`config.mk`:
```
export PLATFORM = sky130hd
export DESIGN_NAME = dcache_ctrl
export DESIGN_NICKNAME = d
export VERILOG_FILES = /design/src/cache_cfg_pkg.sv /design/src/cache_bus_pkg.sv /design/src/dcache_ctrl.sv
export SDC_FILE = /design/constraint.sdc
export NUM_CORES = 1
export LEC_CHECK = 0
export ABC_AREA = 1
export BUFFER_PORTS_ARGS = -buffer_cell sky130_fd_sc_hd__buf_2
export CORE_AREA = 5 5 294 296
export DETAILED_ROUTE_END_ITERATION = 10
export DIE_AREA = 0 0 299 301
export PLACE_DENSITY = 0.32
export SLEW_MARGIN = 15
export SYNTH_ARGS = -nofsm -noshare
export SYNTH_HDL_FRONTEND = slang
export SYNTH_SLANG_ARGS = --single-unit
```
`constraint.sdc`:
```
create_clock -name clk -period 7.4 [get_ports clk]
set_clock_uncertainty 0.05 [all_clocks]
set_input_delay 1.48 -clock clk [delete_from_list [all_inputs] [get_ports clk]]
set_output_delay 1.48 -clock clk [all_outputs]
set_load 0.02 [all_outputs]
```
`src/cache_cfg_pkg.sv`:
```
package cache_cfg_pkg;

  // core word
  localparam int XLEN = 64;

  // byte address split: tag | index | block offset
  localparam int ADDR_LEN = 32;
  localparam int TAG_LEN  = 20;
  localparam int IDX_LEN  = 6;
  localparam int BLK_LEN  = 6;

  localparam int SETS      = 1 << IDX_LEN;
  localparam int LINE_BITS = 128;                              // one bank word, quarter line
  localparam int BANKS     = ((1 << BLK_LEN) * 8) / LINE_BITS;
  localparam int BEATS     = ((1 << BLK_LEN) * 8) / XLEN;      // memory beats per line

  typedef logic [ADDR_LEN-1:0] addr_t;
  typedef logic [TAG_LEN-1:0]  tag_t;
  typedef logic [IDX_LEN-1:0]  idx_t;
  typedef logic [BLK_LEN-1:0]  blk_t;
  typedef logic [XLEN-1:0]     xlen_t;

  typedef logic [LINE_BITS-1:0]     bank_word_t;
  typedef logic [$clog2(BEATS)-1:0] beat_cnt_t;

endpackage

```
`src/cache_bus_pkg.sv`:
```
package cache_bus_pkg;

  import cache_cfg_pkg::*;

  localparam int STRB_LEN = XLEN / 8;

  typedef logic [STRB_LEN-1:0] strb_t;

  // core request, aligned 64-bit access
  typedef struct packed {
    addr_t addr;
    logic  write;
    xlen_t wdata;
    strb_t wstrb;
  } core_req_t;

  typedef struct packed {
    xlen_t rdata;
    logic  write;  // response belongs to a store
  } core_rsp_t;

  // line read, address is line aligned
  typedef struct packed {
    addr_t addr;
  } mem_rd_req_t;

  // single word write-through
  typedef struct packed {
    addr_t addr;
    xlen_t data;
    strb_t wstrb;
  } mem_wr_req_t;

endpackage

```
`src/dcache_ctrl.sv`:
```
`timescale 1ns/100ps

module dcache_ctrl
  import cache_cfg_pkg::*;
  import cache_bus_pkg::*;
(
  input  logic        clk,
  input  logic        rst_n_i,
  // core side
  input  core_req_t   core_req_i,
  input  logic        core_req_valid_i,
  output logic        core_ready_o,
  output core_rsp_t   core_rsp_o,
  output logic        core_rsp_valid_o,
  // memory side
  output mem_rd_req_t mem_rd_req_o,
  output logic        mem_rd_valid_o,
  input  logic        mem_beat_valid_i,
  input  xlen_t       mem_beat_data_i,
  output mem_wr_req_t mem_wr_req_o,
  output logic        mem_wr_valid_o,
  input  logic        mem_wr_done_i,
  // arrays
  input  logic        hit_i,
  input  xlen_t       rdata_i,
  output idx_t        arr_idx_o,
  output blk_t        arr_blk_o,
  output tag_t        cmp_tag_o,
  output bank_word_t  line_wdata_o,
  output bank_word_t  wmask_o,
  output beat_cnt_t   burst_count_o,
  output logic        allocate_o,
  output logic        data_wen_o,
  output logic        tag_wen_o,
  output tag_t        wtag_o
);

  typedef enum logic [2:0] {
    S_IDLE,
    S_LOOKUP,
    S_REFILL,
    S_REPLAY,
    S_WR_WAIT
  } state_t;

  state_t    state_q;
  state_t    state_d;
  core_req_t req_q;
  beat_cnt_t beat_q;
  logic      wr_done_q;
  logic      last_beat;
  logic      rd_hit;
  logic      rd_miss;
  addr_t     arr_addr;
  xlen_t     strb_mask;

  assign core_ready_o = (state_q == S_IDLE);

  assign rd_hit    = (state_q == S_LOOKUP) && !req_q.write && hit_i;
  assign rd_miss   = (state_q == S_LOOKUP) && !req_q.write && !hit_i;
  assign last_beat = (state_q == S_REFILL) && mem_beat_valid_i &&
                     (beat_q == beat_cnt_t'(BEATS - 1));

  always_comb begin
    state_d = state_q;
    case (state_q)
      S_IDLE: begin
        if (core_req_valid_i) begin
          state_d = S_LOOKUP;
        end
      end
      S_LOOKUP: begin
        if (req_q.write) begin
          state_d = S_WR_WAIT;
        end else if (hit_i) begin
          state_d = S_IDLE;
        end else begin
          state_d = S_REFILL;
        end
      end
      S_REFILL: begin
        if (last_beat) begin
          state_d = S_REPLAY;
        end
      end
      S_REPLAY: state_d = S_LOOKUP;  // reread set, lookup then hits
      S_WR_WAIT: begin
        if (wr_done_q) begin
          state_d = S_IDLE;
        end
      end
      default: state_d = S_IDLE;
    endcase
  end

  always_ff @(posedge clk or negedge rst_n_i) begin
    if (!rst_n_i) begin
      state_q   <= S_IDLE;
      beat_q    <= '0;
      wr_done_q <= 1'b0;
    end else begin
      state_q   <= state_d;
      wr_done_q <= mem_wr_done_i && (state_q == S_WR_WAIT);
      if (rd_miss) begin
        beat_q <= '0;
      end else if ((state_q == S_REFILL) && mem_beat_valid_i) begin
        beat_q <= beat_q + 1'b1;
      end
    end
  end

  // request held for the whole transaction
  always_ff @(posedge clk) begin
    if (core_ready_o && core_req_valid_i) begin
      req_q <= core_req_i;
    end
  end

  // array address comes straight from the core while idle
  assign arr_addr  = core_ready_o ? core_req_i.addr : req_q.addr;
  assign arr_idx_o = arr_addr[BLK_LEN +: IDX_LEN];
  assign arr_blk_o = arr_addr[BLK_LEN-1:0];
  assign cmp_tag_o = req_q.addr[ADDR_LEN-1 -: TAG_LEN];
  assign wtag_o    = cmp_tag_o;
  assign tag_wen_o = last_beat;  // tag lands with the eighth beat

  always_comb begin
    for (int i = 0; i < STRB_LEN; i++) begin
      strb_mask[i*8 +: 8] = {8{req_q.wstrb[i]}};
    end
  end

  // beat or store word goes to one half of the bank word
  always_comb begin
    if (state_q == S_REFILL) begin
      line_wdata_o = {mem_beat_data_i, mem_beat_data_i};
      wmask_o      = beat_q[0] ? {{XLEN{1'b1}}, {XLEN{1'b0}}} : {{XLEN{1'b0}}, {XLEN{1'b1}}};
    end else begin
      line_wdata_o = {req_q.wdata, req_q.wdata};
      wmask_o      = req_q.addr[3] ? {strb_mask, {XLEN{1'b0}}} : {{XLEN{1'b0}}, strb_mask};
    end
  end

  assign burst_count_o = beat_q;
  assign allocate_o    = (state_q == S_REFILL);
  assign data_wen_o    = ((state_q == S_REFILL) && mem_beat_valid_i) ||
                         ((state_q == S_LOOKUP) && req_q.write && hit_i);  // store hit

  assign core_rsp_valid_o = rd_hit || ((state_q == S_WR_WAIT) && wr_done_q);
  assign core_rsp_o.rdata = rdata_i;
  assign core_rsp_o.write = req_q.write;

  assign mem_rd_valid_o    = rd_miss;
  assign mem_rd_req_o.addr = {req_q.addr[ADDR_LEN-1:BLK_LEN], {BLK_LEN{1'b0}}};

  // every store goes out, hit or miss
  assign mem_wr_valid_o     = (state_q == S_LOOKUP) && req_q.write;
  assign mem_wr_req_o.addr  = req_q.addr;
  assign mem_wr_req_o.data  = req_q.wdata;
  assign mem_wr_req_o.wstrb = req_q.wstrb;

endmodule

```
* After elaboration in Yosys (flattened, before gate mapping) *
Index checks and enable logic that the tools add are counted.

word-level totals
  register bits = 112
  input port bits = 239
  output and inout port bits = 519
  word-level logic and storage cells = 46

operators by class
  add/sub/neg operators = 1
  equality and inequality tests = 8
  multiplexer cells = 13
  reduce and logical (&&, ||, !) cells = 17

operators with widths
  kind                 number
  $mux 128             4
  $mux 3               6
  $pmux 3 s5           1
  $mux 12              1
  $logic_and 1x1->1    10
  $eq 3x2->1 const B   2
  $eq 3x3->1 const B   2
  $ne 2x2->1 const B   2
  $add 3x1->3 const B  1
  $eq 3x1->1 const B   1
  $logic_not 3->1      1
  $reduce_and 3->1     1
  $logic_not 1->1      2
  $logic_or 1x1->1     2
  $mux 2               1
  $ne 2x1->1 const B   1
  $reduce_bool 2->1    1

* Longest topological paths before layout *
Gate-level depths: netlist (run 1).

  depth in word-level cells = 5
  depth in mapped cells = 8
  depth with buffers taken out = 6

* Least setup slack after synthesis (run 1) *
Ideal clock, no wire load.

  kind = in2reg
  from = input port core_req_valid_i
  to = register req_q, in the netlist cmp_tag_o[0] (enable)
  library setup time = 0.570 ns
  data arrival time = 5.867 ns
  data required time = 6.780 ns
  path slack = 0.913 ns
  stages = 2
  path buffers = 0
  cell sequence = inv_1 nor2_1

between the ends
  cells in the longest elaborated chain, start to end = 1

ends and longest elaborated chain
  item                    RTL line            text
  start: declaration      dcache_ctrl.sv:11   input logic core_req_valid_i,
  $logic_and 1x1->1       dcache_ctrl.sv:114  if (core_ready_o && core_req_valid_i) begin
  end signal: assignment  dcache_ctrl.sv:115  req_q <= core_req_i;
  end: declaration        dcache_ctrl.sv:48   core_req_t req_q;

Every way passes these cells.
A chain may end at the register's enable or synchronous reset.

* Final worst setup path (run 1) *
  from = register state_q[2]
  to = output port wmask_o[98]

between the ends
  cells in the longest elaborated chain, start to end = 2

ends and longest elaborated chain
  item                      RTL line            text
  start: declaration        dcache_ctrl.sv:46   state_t state_q;
  start signal: assignment  dcache_ctrl.sv:102  state_q <= state_d;
  $eq 3x2->1                dcache_ctrl.sv:135  if (state_q == S_REFILL) begin
  $mux 128                  dcache_ctrl.sv:135
  end: declaration          dcache_ctrl.sv:30   output bank_word_t wmask_o,

Every way passes these cells.

==> qor.csv, run 1 <==
stage,metric,value,unit
global_route,largest net degree at the start of global routing,83,
global_route,All-Layer GR Usage,0.07000,
sta,Peak Freq,0.1900,GHz
cells_and_area,Area Overhead vs Synth,34.44,%
critical_path,crit-path max cell delay,720,ps
cells_and_area,# fillers,9699,
logic_synthesis,Avg Synthesized Cell Area,9.269,um2
sta,worst-margin pin slew,979.8,ps
clock_network,H-tree Lvls,3,
logic_synthesis,"Seq/Total Area, Yosys",0.4756,
logic_synthesis,Cells after Synth,755,
critical_path,Worst Reg2Reg Path Length in Cells,8,
run,max_cap viols,0,
critical_path,worst-path cell chain,inv_2 -> nand3_4 -> buf_4 -> clkinv_2 -> nand2_1 -> nand2_1 -> buf_2,
route,Pre-Repair DR Iteration Count,4,
route,DRC marker count from the first detailed-route iteration,254,
min_path,Hold WC Path Type,flop to flop,
critical_path,slowest cell on the critical path,buf_4,
logic_synthesis,"Cell Area, Synth",6998,um2
die,Die Span X,299,um
sta,Max-slew headroom,0.3468,
run_status,status,"finished, final reports clean",
sta,fin crit period,5264,ps
critical_path,launch point of the critical path,state_q[2],
global_route,vias in the first global route,6098,
critical_path,worst reg2reg startpoint,state_q[2],
pwr,PD cells,450.4,nW/um2
critical_path,Worst setup SP type,flop,
clock_network,Root Buffer,clkbuf_16,
critical_path,reg2reg setup slack,4350,ps
global_route,initial antenna violation count,5,
min_path,worst hold path depth,3,
min_path,worst hold path startpoint,wr_done_q,
critical_path,critical path type,flop to output pin,
route,routed vias,5843,
pwr,Pleak,4.779,nW
critical_path,critical path endpoint category,output pin,
die,die height,301,um
die,DIE AREA,90000,um2
cells_and_area,FF+latch area,3328,um2
die,# rows,106,
sta,Final Slew Violations,0,
clock_network,CTS tree,yes,
critical_path,most frequent CP cell,nand2_1,
route,DRT Wirelength,34130,um
critical_path,crit-path max FO,82,
cells_and_area,final instance count without filler cells,2156,
route,DRC errors left,0,
sta,final setup fails,0,
clock_network,Post-CTS Setup Repair Bufs,0,
clock_network,CTS max path bufs,2,
place,Cells after DPL,2137,
place,hpwl dp,28050,um
cells_and_area,share of layout cells above drive strength 1,0.6021,
place,global placement routability congestion,0.8323,
clock_network,Worst-path clk slew,80,ps
route,Antenna Violating Nets Remaining,0,
cells_and_area,multi-input logic area,1216,um2
logic_synthesis,Cell variety after synth,19,
global_route,global-route wire length before repair,44750,um
logic_synthesis,Ys Warns,0,
global_route,GR Overflow Total,0,
sta,Final Hold Fails,0,
route,Via density,2.710,
sta,RSZ-0062 raised after global routing,false,
clock_network,Sink Count,112,
route,wire per inst,15.83,um
critical_path,RR Endpoint,state_q[0],
cells_and_area,# nets final,1309,
min_path,Worst Hold End,state_q[2],
clock_network,CTS Hold Bufs,0,
die,Initial Utilization,0.08402,
logic_synthesis,"FF+latch count, synth",112,
sta,TNS Setup,0,ps
die,Core Region,83290,um2
pwr,worst vdd ir,146.9,uV
critical_path,Worst EP arrival,3730,ps
place,I/O Buffers,623,
sta,fin crit share,0.7113,
clock_network,total CTS buffers,9,
die,# IOs,758,
clock_network,cts repair resizes,0,
clock_network,clock latency on the worst-skew pair,400,ps
critical_path,"Req. time, crit path",5870,ps
==> cells in the final DEF (no fill, tap or decap) <==
| master | netlist | routed |
|---|---|---|
| buf_2 | 4 | 623 |
| nand2_1 | 259 | 259 |
| edfxtp_1 | 105 | 105 |
| nand3_1 | 22 | 22 |
| inv_1 | 12 | 12 |
| clkbuf_16 | 0 | 9 |
| dfrtp_1 | 7 | 7 |
| conb_1 | 1 | 6 |
| nor2_1 | 6 | 5 |
| o21ai_0 | 4 | 4 |
| buf_4 | 316 | 4 |
| diode_2 | 0 | 3 |
| clkinv_1 | 1 | 2 |
| ha_1 | 2 | 2 |
| clkinv_4 | 0 | 2 |
| clkinv_8 | 0 | 2 |
| inv_2 | 2 | 1 |
| nand3_4 | 0 | 1 |
| clkinv_2 | 0 | 1 |
| nor3_1 | 1 | 1 |
| nand4_1 | 1 | 1 |
| nand3b_1 | 1 | 1 |
| nor2_4 | 0 | 1 |
| inv_8 | 0 | 1 |
| inv_6 | 0 | 1 |
==> sequential cells by signal (all words and copies together), names as in the netlist <==
register       cells
burst_count_o      3
cmp_tag_o         20
core_rsp_o         1
mem_rd_req_o       6
mem_wr_req_o      78
state_q            3
wr_done_q          1
==> worst max-delay path, delay by kind of cell (launching register included) <==
kind | cells | cell delay (ps)
buffers and inverters | 4 | 1790
DFF | 1 | 420
and+or+nand+nor | 3 | 1060
==> how the worst max path moves through the flow <==
| stage | slack (ps) | cells after the start | to |
|---|---|---|---|
| 2_1_floorplan | 910 | 2 | cmp_tag_o[0] |
| 3_3_place_gp | 2450 | 7 | wmask_o[98] |
| 3_5_place_dp | 2390 | 7 | wmask_o[97] |
| 4_1_cts | 1900 | 7 | wmask_o[97] |
| 5_1_grt | 1730 | 7 | wmask_o[99] |
| 6_report | 2140 | 7 | wmask_o[98] |
==> cells in the mapped netlist (all sizes together) <==
| cell type | number | area, um2 |
|---|---|---|
| inv | 14 | 52.55 |
| clkbuf | 10 | 38.78 |
| nand4 | 1 | 6.260 |
| conb | 1 | 3.750 |
| edfxtp | 105 | 3153 |
| o21ai | 4 | 20.02 |
| nand3b | 1 | 7.510 |
| nor2 | 6 | 22.52 |
| buf | 320 | 2392 |
| clkinv | 1 | 3.750 |
| nand2 | 259 | 972.2 |
| ha | 2 | 25.02 |
| nor3 | 1 | 5.000 |
| nand3 | 23 | 120.1 |
| dfrtp | 7 | 175.2 |
==> logic make-up (layout without fill, tap and decap cells) <==
group                      after synthesis  count (layout)  synth area share
AOI/OAI and AO/OA                        4               4          0.002861
other                                    1               9         0.0005359
DFF                                    112             112            0.4756
adders and majority gates                2               2          0.003575
and+or+nand+nor                        291             291            0.1620
buffers and inverters                  345             658            0.3554
==> stage by stage <==
stage                     setup slack (ps)  hold slack (ps)    util  power, mW  instance area (um2)
after floorplan                      912.6            461.4       -      3.288                 7017
after global placement                2453            467.3  0.1093      3.794                 9101
after detailed placement              2388            488.9  0.1093      3.770                 9101
after CTS                             1903            506.3  0.1129      4.380                 9400
after global routing                  1727            557.4  0.1129      4.509                 9400
final                                 2136            506.1  0.1130      4.237                 9408
==> power by group <==
part	switching [mW]	internal, mW
Combinational	1.97	0.697
Sequential	0.127	0.898
Clock	0.308	0.240
==> routing by layer <==
metal	GRT usage	vias to the layer above	wire length, um
met5	0	-	12
met4	0.04356	2	1991
met3	0.02617	112	3373
met2	0.1290	369	17870
met1	0.06546	2659	10880
li1	-	2701	-
==> layout make-up <==
type                       count  area share
antenna                        3   0.0007980
clock buffer                   9     0.02394
clock inverter                 7    0.007847
inverter                      15    0.006118
multi-input combinational    303      0.1293
sequential                   112      0.3538
tap                         1080      0.1436
timing repair buffer         627      0.3346
Power figures use the tool's default switching activity.
==> run 2, diff against run 1 <==
CORE_AREA = 5 5 290 292   (was 5 5 294 296)
DIE_AREA = 0 0 295 297   (was 0 0 299 301)
PLACE_DENSITY = 0.34   (was 0.32)
clock period = 4.75 ns   (was 7.4 ns; I/O delays follow)
==> run 2 against run 1 <==
  * Sequential cell count did not move
  * Routed wire length rose by 2.8%
  * Largest cell class unchanged
  * Global-route usage rose by 0.49 points
==> qor.csv, run 2 (synthesis gave the netlist of run 1 again) <==
stage,metric,value,unit,change
route,routed vias,5898,,+0.94%
sta,final setup fails,0,,unchanged
clock_network,Sink Count,112,,unchanged
route,wire per inst,16.33,um,+3.2%
cells_and_area,# nets final,1311,,+0.15%
cells_and_area,# fillers,9425,,-2.8%
clock_network,CTS Hold Bufs,0,,unchanged
die,Initial Utilization,0.08605,,+0.002033
cells_and_area,"commonest non-fill, non-tap cells in the layout","623 x buf_2, 259 x nand2_1, 105 x edfxtp_1, 22 x nand3_1, 12 x inv_1",,
global_route,vias in the first global route,6311,,+3.5%
critical_path,critical path type,flop to output pin,,
critical_path,slowest cell on the critical path,clkinv_2,,
global_route,largest net degree at the start of global routing,59,,-29%
pwr,switch share,0.5624,,-0.004596
clock_network,Root Buffer,clkbuf_16,,
pwr,Reg power frac,0.240,,-0.002
critical_path,"Req. time, crit path",3750,ps,-2120 ps
sta,TNS Setup,0,ps,unchanged
global_route,initial antenna violation count,10,,+5
die,# rows,105,,-0.94%
clock_network,Worst-path clk slew,90,ps,about the same
clock_network,H-tree Lvls,3,,unchanged
die,Die Span X,295,um,-1.3%
sta,Final WS setup,586.6,ps,-1550 ps
cells_and_area,"most common cell after layout, fill and taps aside",buf_2,,
place,pre-CTS setup slack,766.5,ps,-1621 ps
clock_network,total CTS buffers,9,,unchanged
pwr,Clock power frac,0.131,,+0.002
critical_path,most frequent CP cell,nand2_1,,
die,DIE AREA,87620,um2,-2.6%
global_route,global-route wire length before repair,46570,um,+4.1%
place,I/O Buffers,623,,unchanged
min_path,Hold WC Path Type,input port to asynchronous set/reset pin,,
clock_network,CTS max path bufs,2,,unchanged
sta,Peak Freq,0.2402,GHz,
sta,Final Slew Violations,0,,unchanged
pwr,worst vdd ir,212.1,uV,+44%
die,# IOs,758,,unchanged
place,global placement routability congestion,0.7997,,-3.9%
clock_network,clock latency on the worst-skew pair,390,ps,about the same
critical_path,worst-path cell chain,nand3_4 -> clkinv_2 -> nand2_1 -> nand2_1 -> buf_2,,
route,DRT Wirelength,35080,um,+2.8%
critical_path,critical path endpoint category,output pin,,
pwr,Int Pwr,2.920,mW,+59%
clock_network,Post-CTS Setup Repair Bufs,0,,unchanged
cells_and_area,Area Overhead vs Synth,34.85,%,
critical_path,Worst Reg2Reg Path Length in Cells,4,,-4
sta,Max-slew headroom,0.4857,,+0.1389
place,hpwl dp,29090,um,+3.7%
clock_network,CTS tree,yes,,
global_route,GR Overflow Total,0,,unchanged
pwr,P_sw,3.752,mW,+56%
critical_path,Worst EP arrival,3160,ps,-570 ps
pwr,Logic pwr share,0.629,,about the same
route,DRC errors left,0,,unchanged
critical_path,crit-path max FO,34,,-59%
route,Via density,2.746,,+1.3%
global_route,All-Layer GR Usage,0.07491,,+0.004917
route,Pre-Repair DR Iteration Count,6,,+2
sta,hold_ws,377.7,ps,-128.3 ps
run_status,status,"finished, final reports clean",,
cells_and_area,share of layout cells above drive strength 1,0.6028,,+0.0007404
place,Cells after DPL,2129,,-0.37%
pwr,PD cells,707.0,nW/um2,+57%
sta,RSZ-0062 raised after global routing,false,,
sta,fin crit share,0.8765,,
pwr,Pleak,4.801,nW,+0.45%
die,die height,297,um,-1.3%
route,Antenna Violating Nets Remaining,0,,unchanged
run,max_cap viols,0,,unchanged
critical_path,Worst setup SP type,flop,,
critical_path,crit-path max cell delay,600,ps,-120 ps
clock_network,cts repair resizes,0,,unchanged
sta,Final Hold Fails,0,,unchanged
cells_and_area,max reg flops,78,,unchanged
cells_and_area,final instance count without filler cells,2148,,-0.37%
sta,fin crit period,4163,ps,
die,Core Region,81320,um2,-2.4%
cells_and_area,Finished Core Util,0.1160,,+0.003088
sta,worst-margin pin slew,765.5,ps,-214.3 ps
route,DRC marker count from the first detailed-route iteration,253,,-0.39%
==> run 2: final cells by class <==
type,instances,area [um2],share of cell area
Antenna cell,3,7.507,0.0007955
Clock buffer,9,225.2,0.02387
Clock inverter,7,87.58,0.009281
Inverter,15,57.56,0.006099
Multi-Input combinational cell,303,1216,0.1289
Sequential cell,112,3328,0.3527
Tap cell,1070,1339,0.1419
Timing Repair Buffer,629,3176,0.3365
==> run 2: worst paths after layout <==
| kind | start | end | slack (ps) |
|---|---|---|---|
| max | state_q[1] | wmask_o[8] | 590 |
| min reg2reg | burst_count_o[1] | burst_count_o[1] | 510 |
| min in group clk | burst_count_o[1] | burst_count_o[1] | 510 |
| max in group asynchronous | rst_n_i | burst_count_o[0] | 4050 |
| min | rst_n_i | state_q[1] | 380 |
| max reg2reg | state_q[1] | mem_wr_req_o[65] | 2020 |
==> run 2: power by group through the flow <==
| stage | registers (mW) | clock network (mW) | logic, mW |
|---|---|---|---|
| floorplan | 1.83 | 0 | 3.27 |
| global placement | 1.63 | 0 | 4.34 |
| detailed placement | 1.63 | 0 | 4.31 |
| global route | 1.64 | 0.974 | 4.48 |
| finish | 1.60 | 0.872 | 4.20 |
| CTS | 1.61 | 0.950 | 4.32 |
==> run 2: through the flow <==
stage | instance area (um2) | power, mW
finish | 9437 | 6.672
global route | 9437 | 7.090
CTS | 9429 | 6.883
detailed placement | 9116 | 5.938
global placement | 9116 | 5.971
floorplan | 7019 | 5.102
==> run 2: critical path, delay by kind of cell, from the launching register on <==
family | cells | cell delay, ps
simple gates | 3 | 1350
flops | 1 | 460
buf+inv | 2 | 890
==> run 2: routing by layer <==
metal / GRT usage / wire length (um)
met5: 0 / 56
met3: 0.02225 / 2999
met1: 0.07823 / 12600
met4: 0.05225 / 2544
met2: 0.1284 / 16880
==> run 3, diff against run 2 <==
PLACE_DENSITY = default   (was 0.34)
PLACE_DENSITY_LB_ADDON = 0.05   (was default)
clock period = 3.7 ns   (was 4.75 ns; I/O delays follow)
==> run 3 against run 2 <==
  * Sequential power rose by 27%
  * Register-to-register slack got worse by 460 ps
  * Sequential share of layout area fell by 0.25 points
  * Critical endpoint is now arr_blk_o[3]
  * Largest cell class unchanged
  * Highest routed layer unchanged
==> qor.csv, run 3 (synthesis gave the netlist of run 1 again) <==
stage,metric,value,unit,change
clock_network,Root Buffer,clkbuf_16,,
run,max_cap viols,0,,unchanged
global_route,vias in the first global route,6100,,-3.3%
route,Via density,2.681,,-2.4%
global_route,All-Layer GR Usage,0.08039,,+0.005474
sta,worst-margin pin slew,507.0,ps,-258.5 ps
critical_path,Worst Reg2Reg Path Length in Cells,5,,+1
clock_network,Post-CTS Setup Repair Bufs,0,,unchanged
cells_and_area,share of layout cells above drive strength 1,0.6046,,+0.001839
sta,Peak Freq,0.3316,GHz,
cells_and_area,design area,9504,um2,+0.72%
critical_path,critical path endpoint category,output pin,,
global_route,GR Overflow Total,0,,unchanged
clock_network,Worst-path clk slew,90,ps,about the same
critical_path,"Req. time, crit path",2910,ps,-840 ps
route,DRC errors left,0,,unchanged
critical_path,worst reg2reg startpoint,state_q[1],,
die,Die Span X,295,um,unchanged
clock_network,CTS tree,yes,,
die,DIE AREA,87620,um2,unchanged
route,Pre-Repair DR Iteration Count,4,,-2
route,DRT Wirelength,37480,um,+6.8%
cells_and_area,Area Overhead vs Synth,35.81,%,
sta,RSZ-0062 raised after global routing,false,,
clock_network,clock latency on the worst-skew pair,390,ps,about the same
clock_network,CTS max path bufs,2,,unchanged
cells_and_area,multi-input logic area,1216,um2,unchanged
place,pre-CTS setup slack,1012,ps,+245.3 ps
die,Core Region,81320,um2,unchanged
min_path,Hold WC Path Type,input port to asynchronous set/reset pin,,
global_route,met2 Track Usage GR,0.1598,,+0.03136
clock_network,H-tree Lvls,3,,unchanged
die,Initial Utilization,0.08605,,unchanged
cells_and_area,"most common cell after layout, fill and taps aside",buf_2,,
sta,Final Hold Fails,0,,unchanged
critical_path,critical path type,flop to output pin,,
clock_network,CTS Hold Bufs,0,,unchanged
sta,final setup fails,0,,unchanged
route,Antenna Violating Nets Remaining,0,,unchanged
cells_and_area,max reg flops,78,,unchanged
clock_network,cts repair resizes,0,,unchanged
cells_and_area,# nets final,1316,,+0.38%
critical_path,RR Endpoint,mem_wr_req_o[57],,
global_route,GR Util met1,0.06974,,-0.008495
global_route,global-route wire length before repair,49250,um,+5.7%
sta,Max-slew headroom,0.6616,,+0.1759
global_route,largest net degree at the start of global routing,82,,+39%
pwr,worst vdd ir,211.1,uV,-0.49%
die,# IOs,758,,unchanged
route,DRC marker count from the first detailed-route iteration,159,,-37%
route,routed vias,5775,,-2.1%
critical_path,crit-path max FO,14,,-59%
cells_and_area,"commonest non-fill, non-tap cells in the layout","623 x buf_2, 259 x nand2_1, 105 x edfxtp_1, 22 x nand3_1, 12 x inv_1",,
cells_and_area,final instance count without filler cells,2154,,+0.28%
pwr,PD cells,899.9,nW/um2,+27%
place,hpwl dp,31240,um,+7.4%
place,global placement routability congestion,0.7162,,-10%
clock_network,Sink Count,112,,unchanged
sta,Final Slew Violations,0,,unchanged
place,Area after DPL,9190,um2,+0.81%
place,Cells after DPL,2134,,+0.23%
cells_and_area,FF+latch area,3328,um2,unchanged
critical_path,reg2reg setup slack,1560,ps,-460 ps
global_route,initial antenna violation count,12,,+2
pwr,Pleak,4.836,nW,+0.72%
die,# rows,105,,unchanged
sta,TNS Setup,0,ps,unchanged
sta,fin crit share,0.8150,,
sta,Final WS setup,684.4,ps,+97.83 ps
global_route,busiest metal layer after global routing,met2,,
critical_path,Worst setup SP type,flop,,
pwr,Design Power,8.552,mW,+28%
die,die height,297,um,unchanged
cells_and_area,# fillers,9401,,-0.25%
critical_path,Worst EP arrival,2230,ps,-930 ps
run_status,status,"finished, final reports clean",,
place,I/O Buffers,623,,unchanged
sta,fin crit period,3016,ps,
route,wire per inst,17.40,um,+6.5%
clock_network,total CTS buffers,9,,unchanged
global_route,met3 Usage GRT,0.03016,,+0.007914
==> run 3: cell type report <==
| type | instances | share of cell area |
|---|---|---|
| clock inverters | 7 | 0.008294 |
| multi-input cells | 303 | 0.1280 |
| clock buffers | 9 | 0.02370 |
| well taps | 1070 | 0.1409 |
| inverters | 15 | 0.005924 |
| repair buffers | 634 | 0.3420 |
| diodes | 4 | 0.001053 |
| flip-flops and latches | 112 | 0.3502 |
==> run 3: layer usage <==
metal,share of wire,vias up
met3,0.094,101
met2,0.56,342
met1,0.31,2608
met5,0.0027,-
met4,0.040,14
li1,-,2710
==> run 3: power breakdown <==
part           leakage [nW]  switching [mW]  total (mW)  internal (mW)
Combinational          3.61            3.97        5.44           1.47
Sequential             1.07           0.237        2.03           1.79
Clock                 0.149           0.598        1.09          0.487
==> run 3: critical path: stages (launching register included) <==
cell and delay, ps:
dfrtp_1 450, nor2_1 240, nand2_1 90, buf_4 200, inv_1 400, nand2_1 90
o21ai_0 150, buf_2 230
==> run 3: worst max path at each step <==
stage / depth (start not counted) / startpoint / to
final: 7 / state_q[1] / arr_blk_o[3]
after CTS: 7 / state_q[1] / arr_blk_o[3]
after detailed placement: 7 / state_q[1] / arr_blk_o[3]
after floorplan: 4 / state_q[1] / cmp_tag_o[0]
after global placement: 7 / state_q[1] / arr_blk_o[3]
after global routing: 7 / state_q[1] / arr_blk_o[3]
==> run 3: through the flow <==
stage / utilization / hold slack, ps
after CTS: 0.1167 / 109.3
after floorplan: - / 394.4
after global routing: 0.1168 / 122.3
after global placement: 0.1130 / 507.3
final: 0.1169 / 142.7
after detailed placement: 0.1130 / 499.5
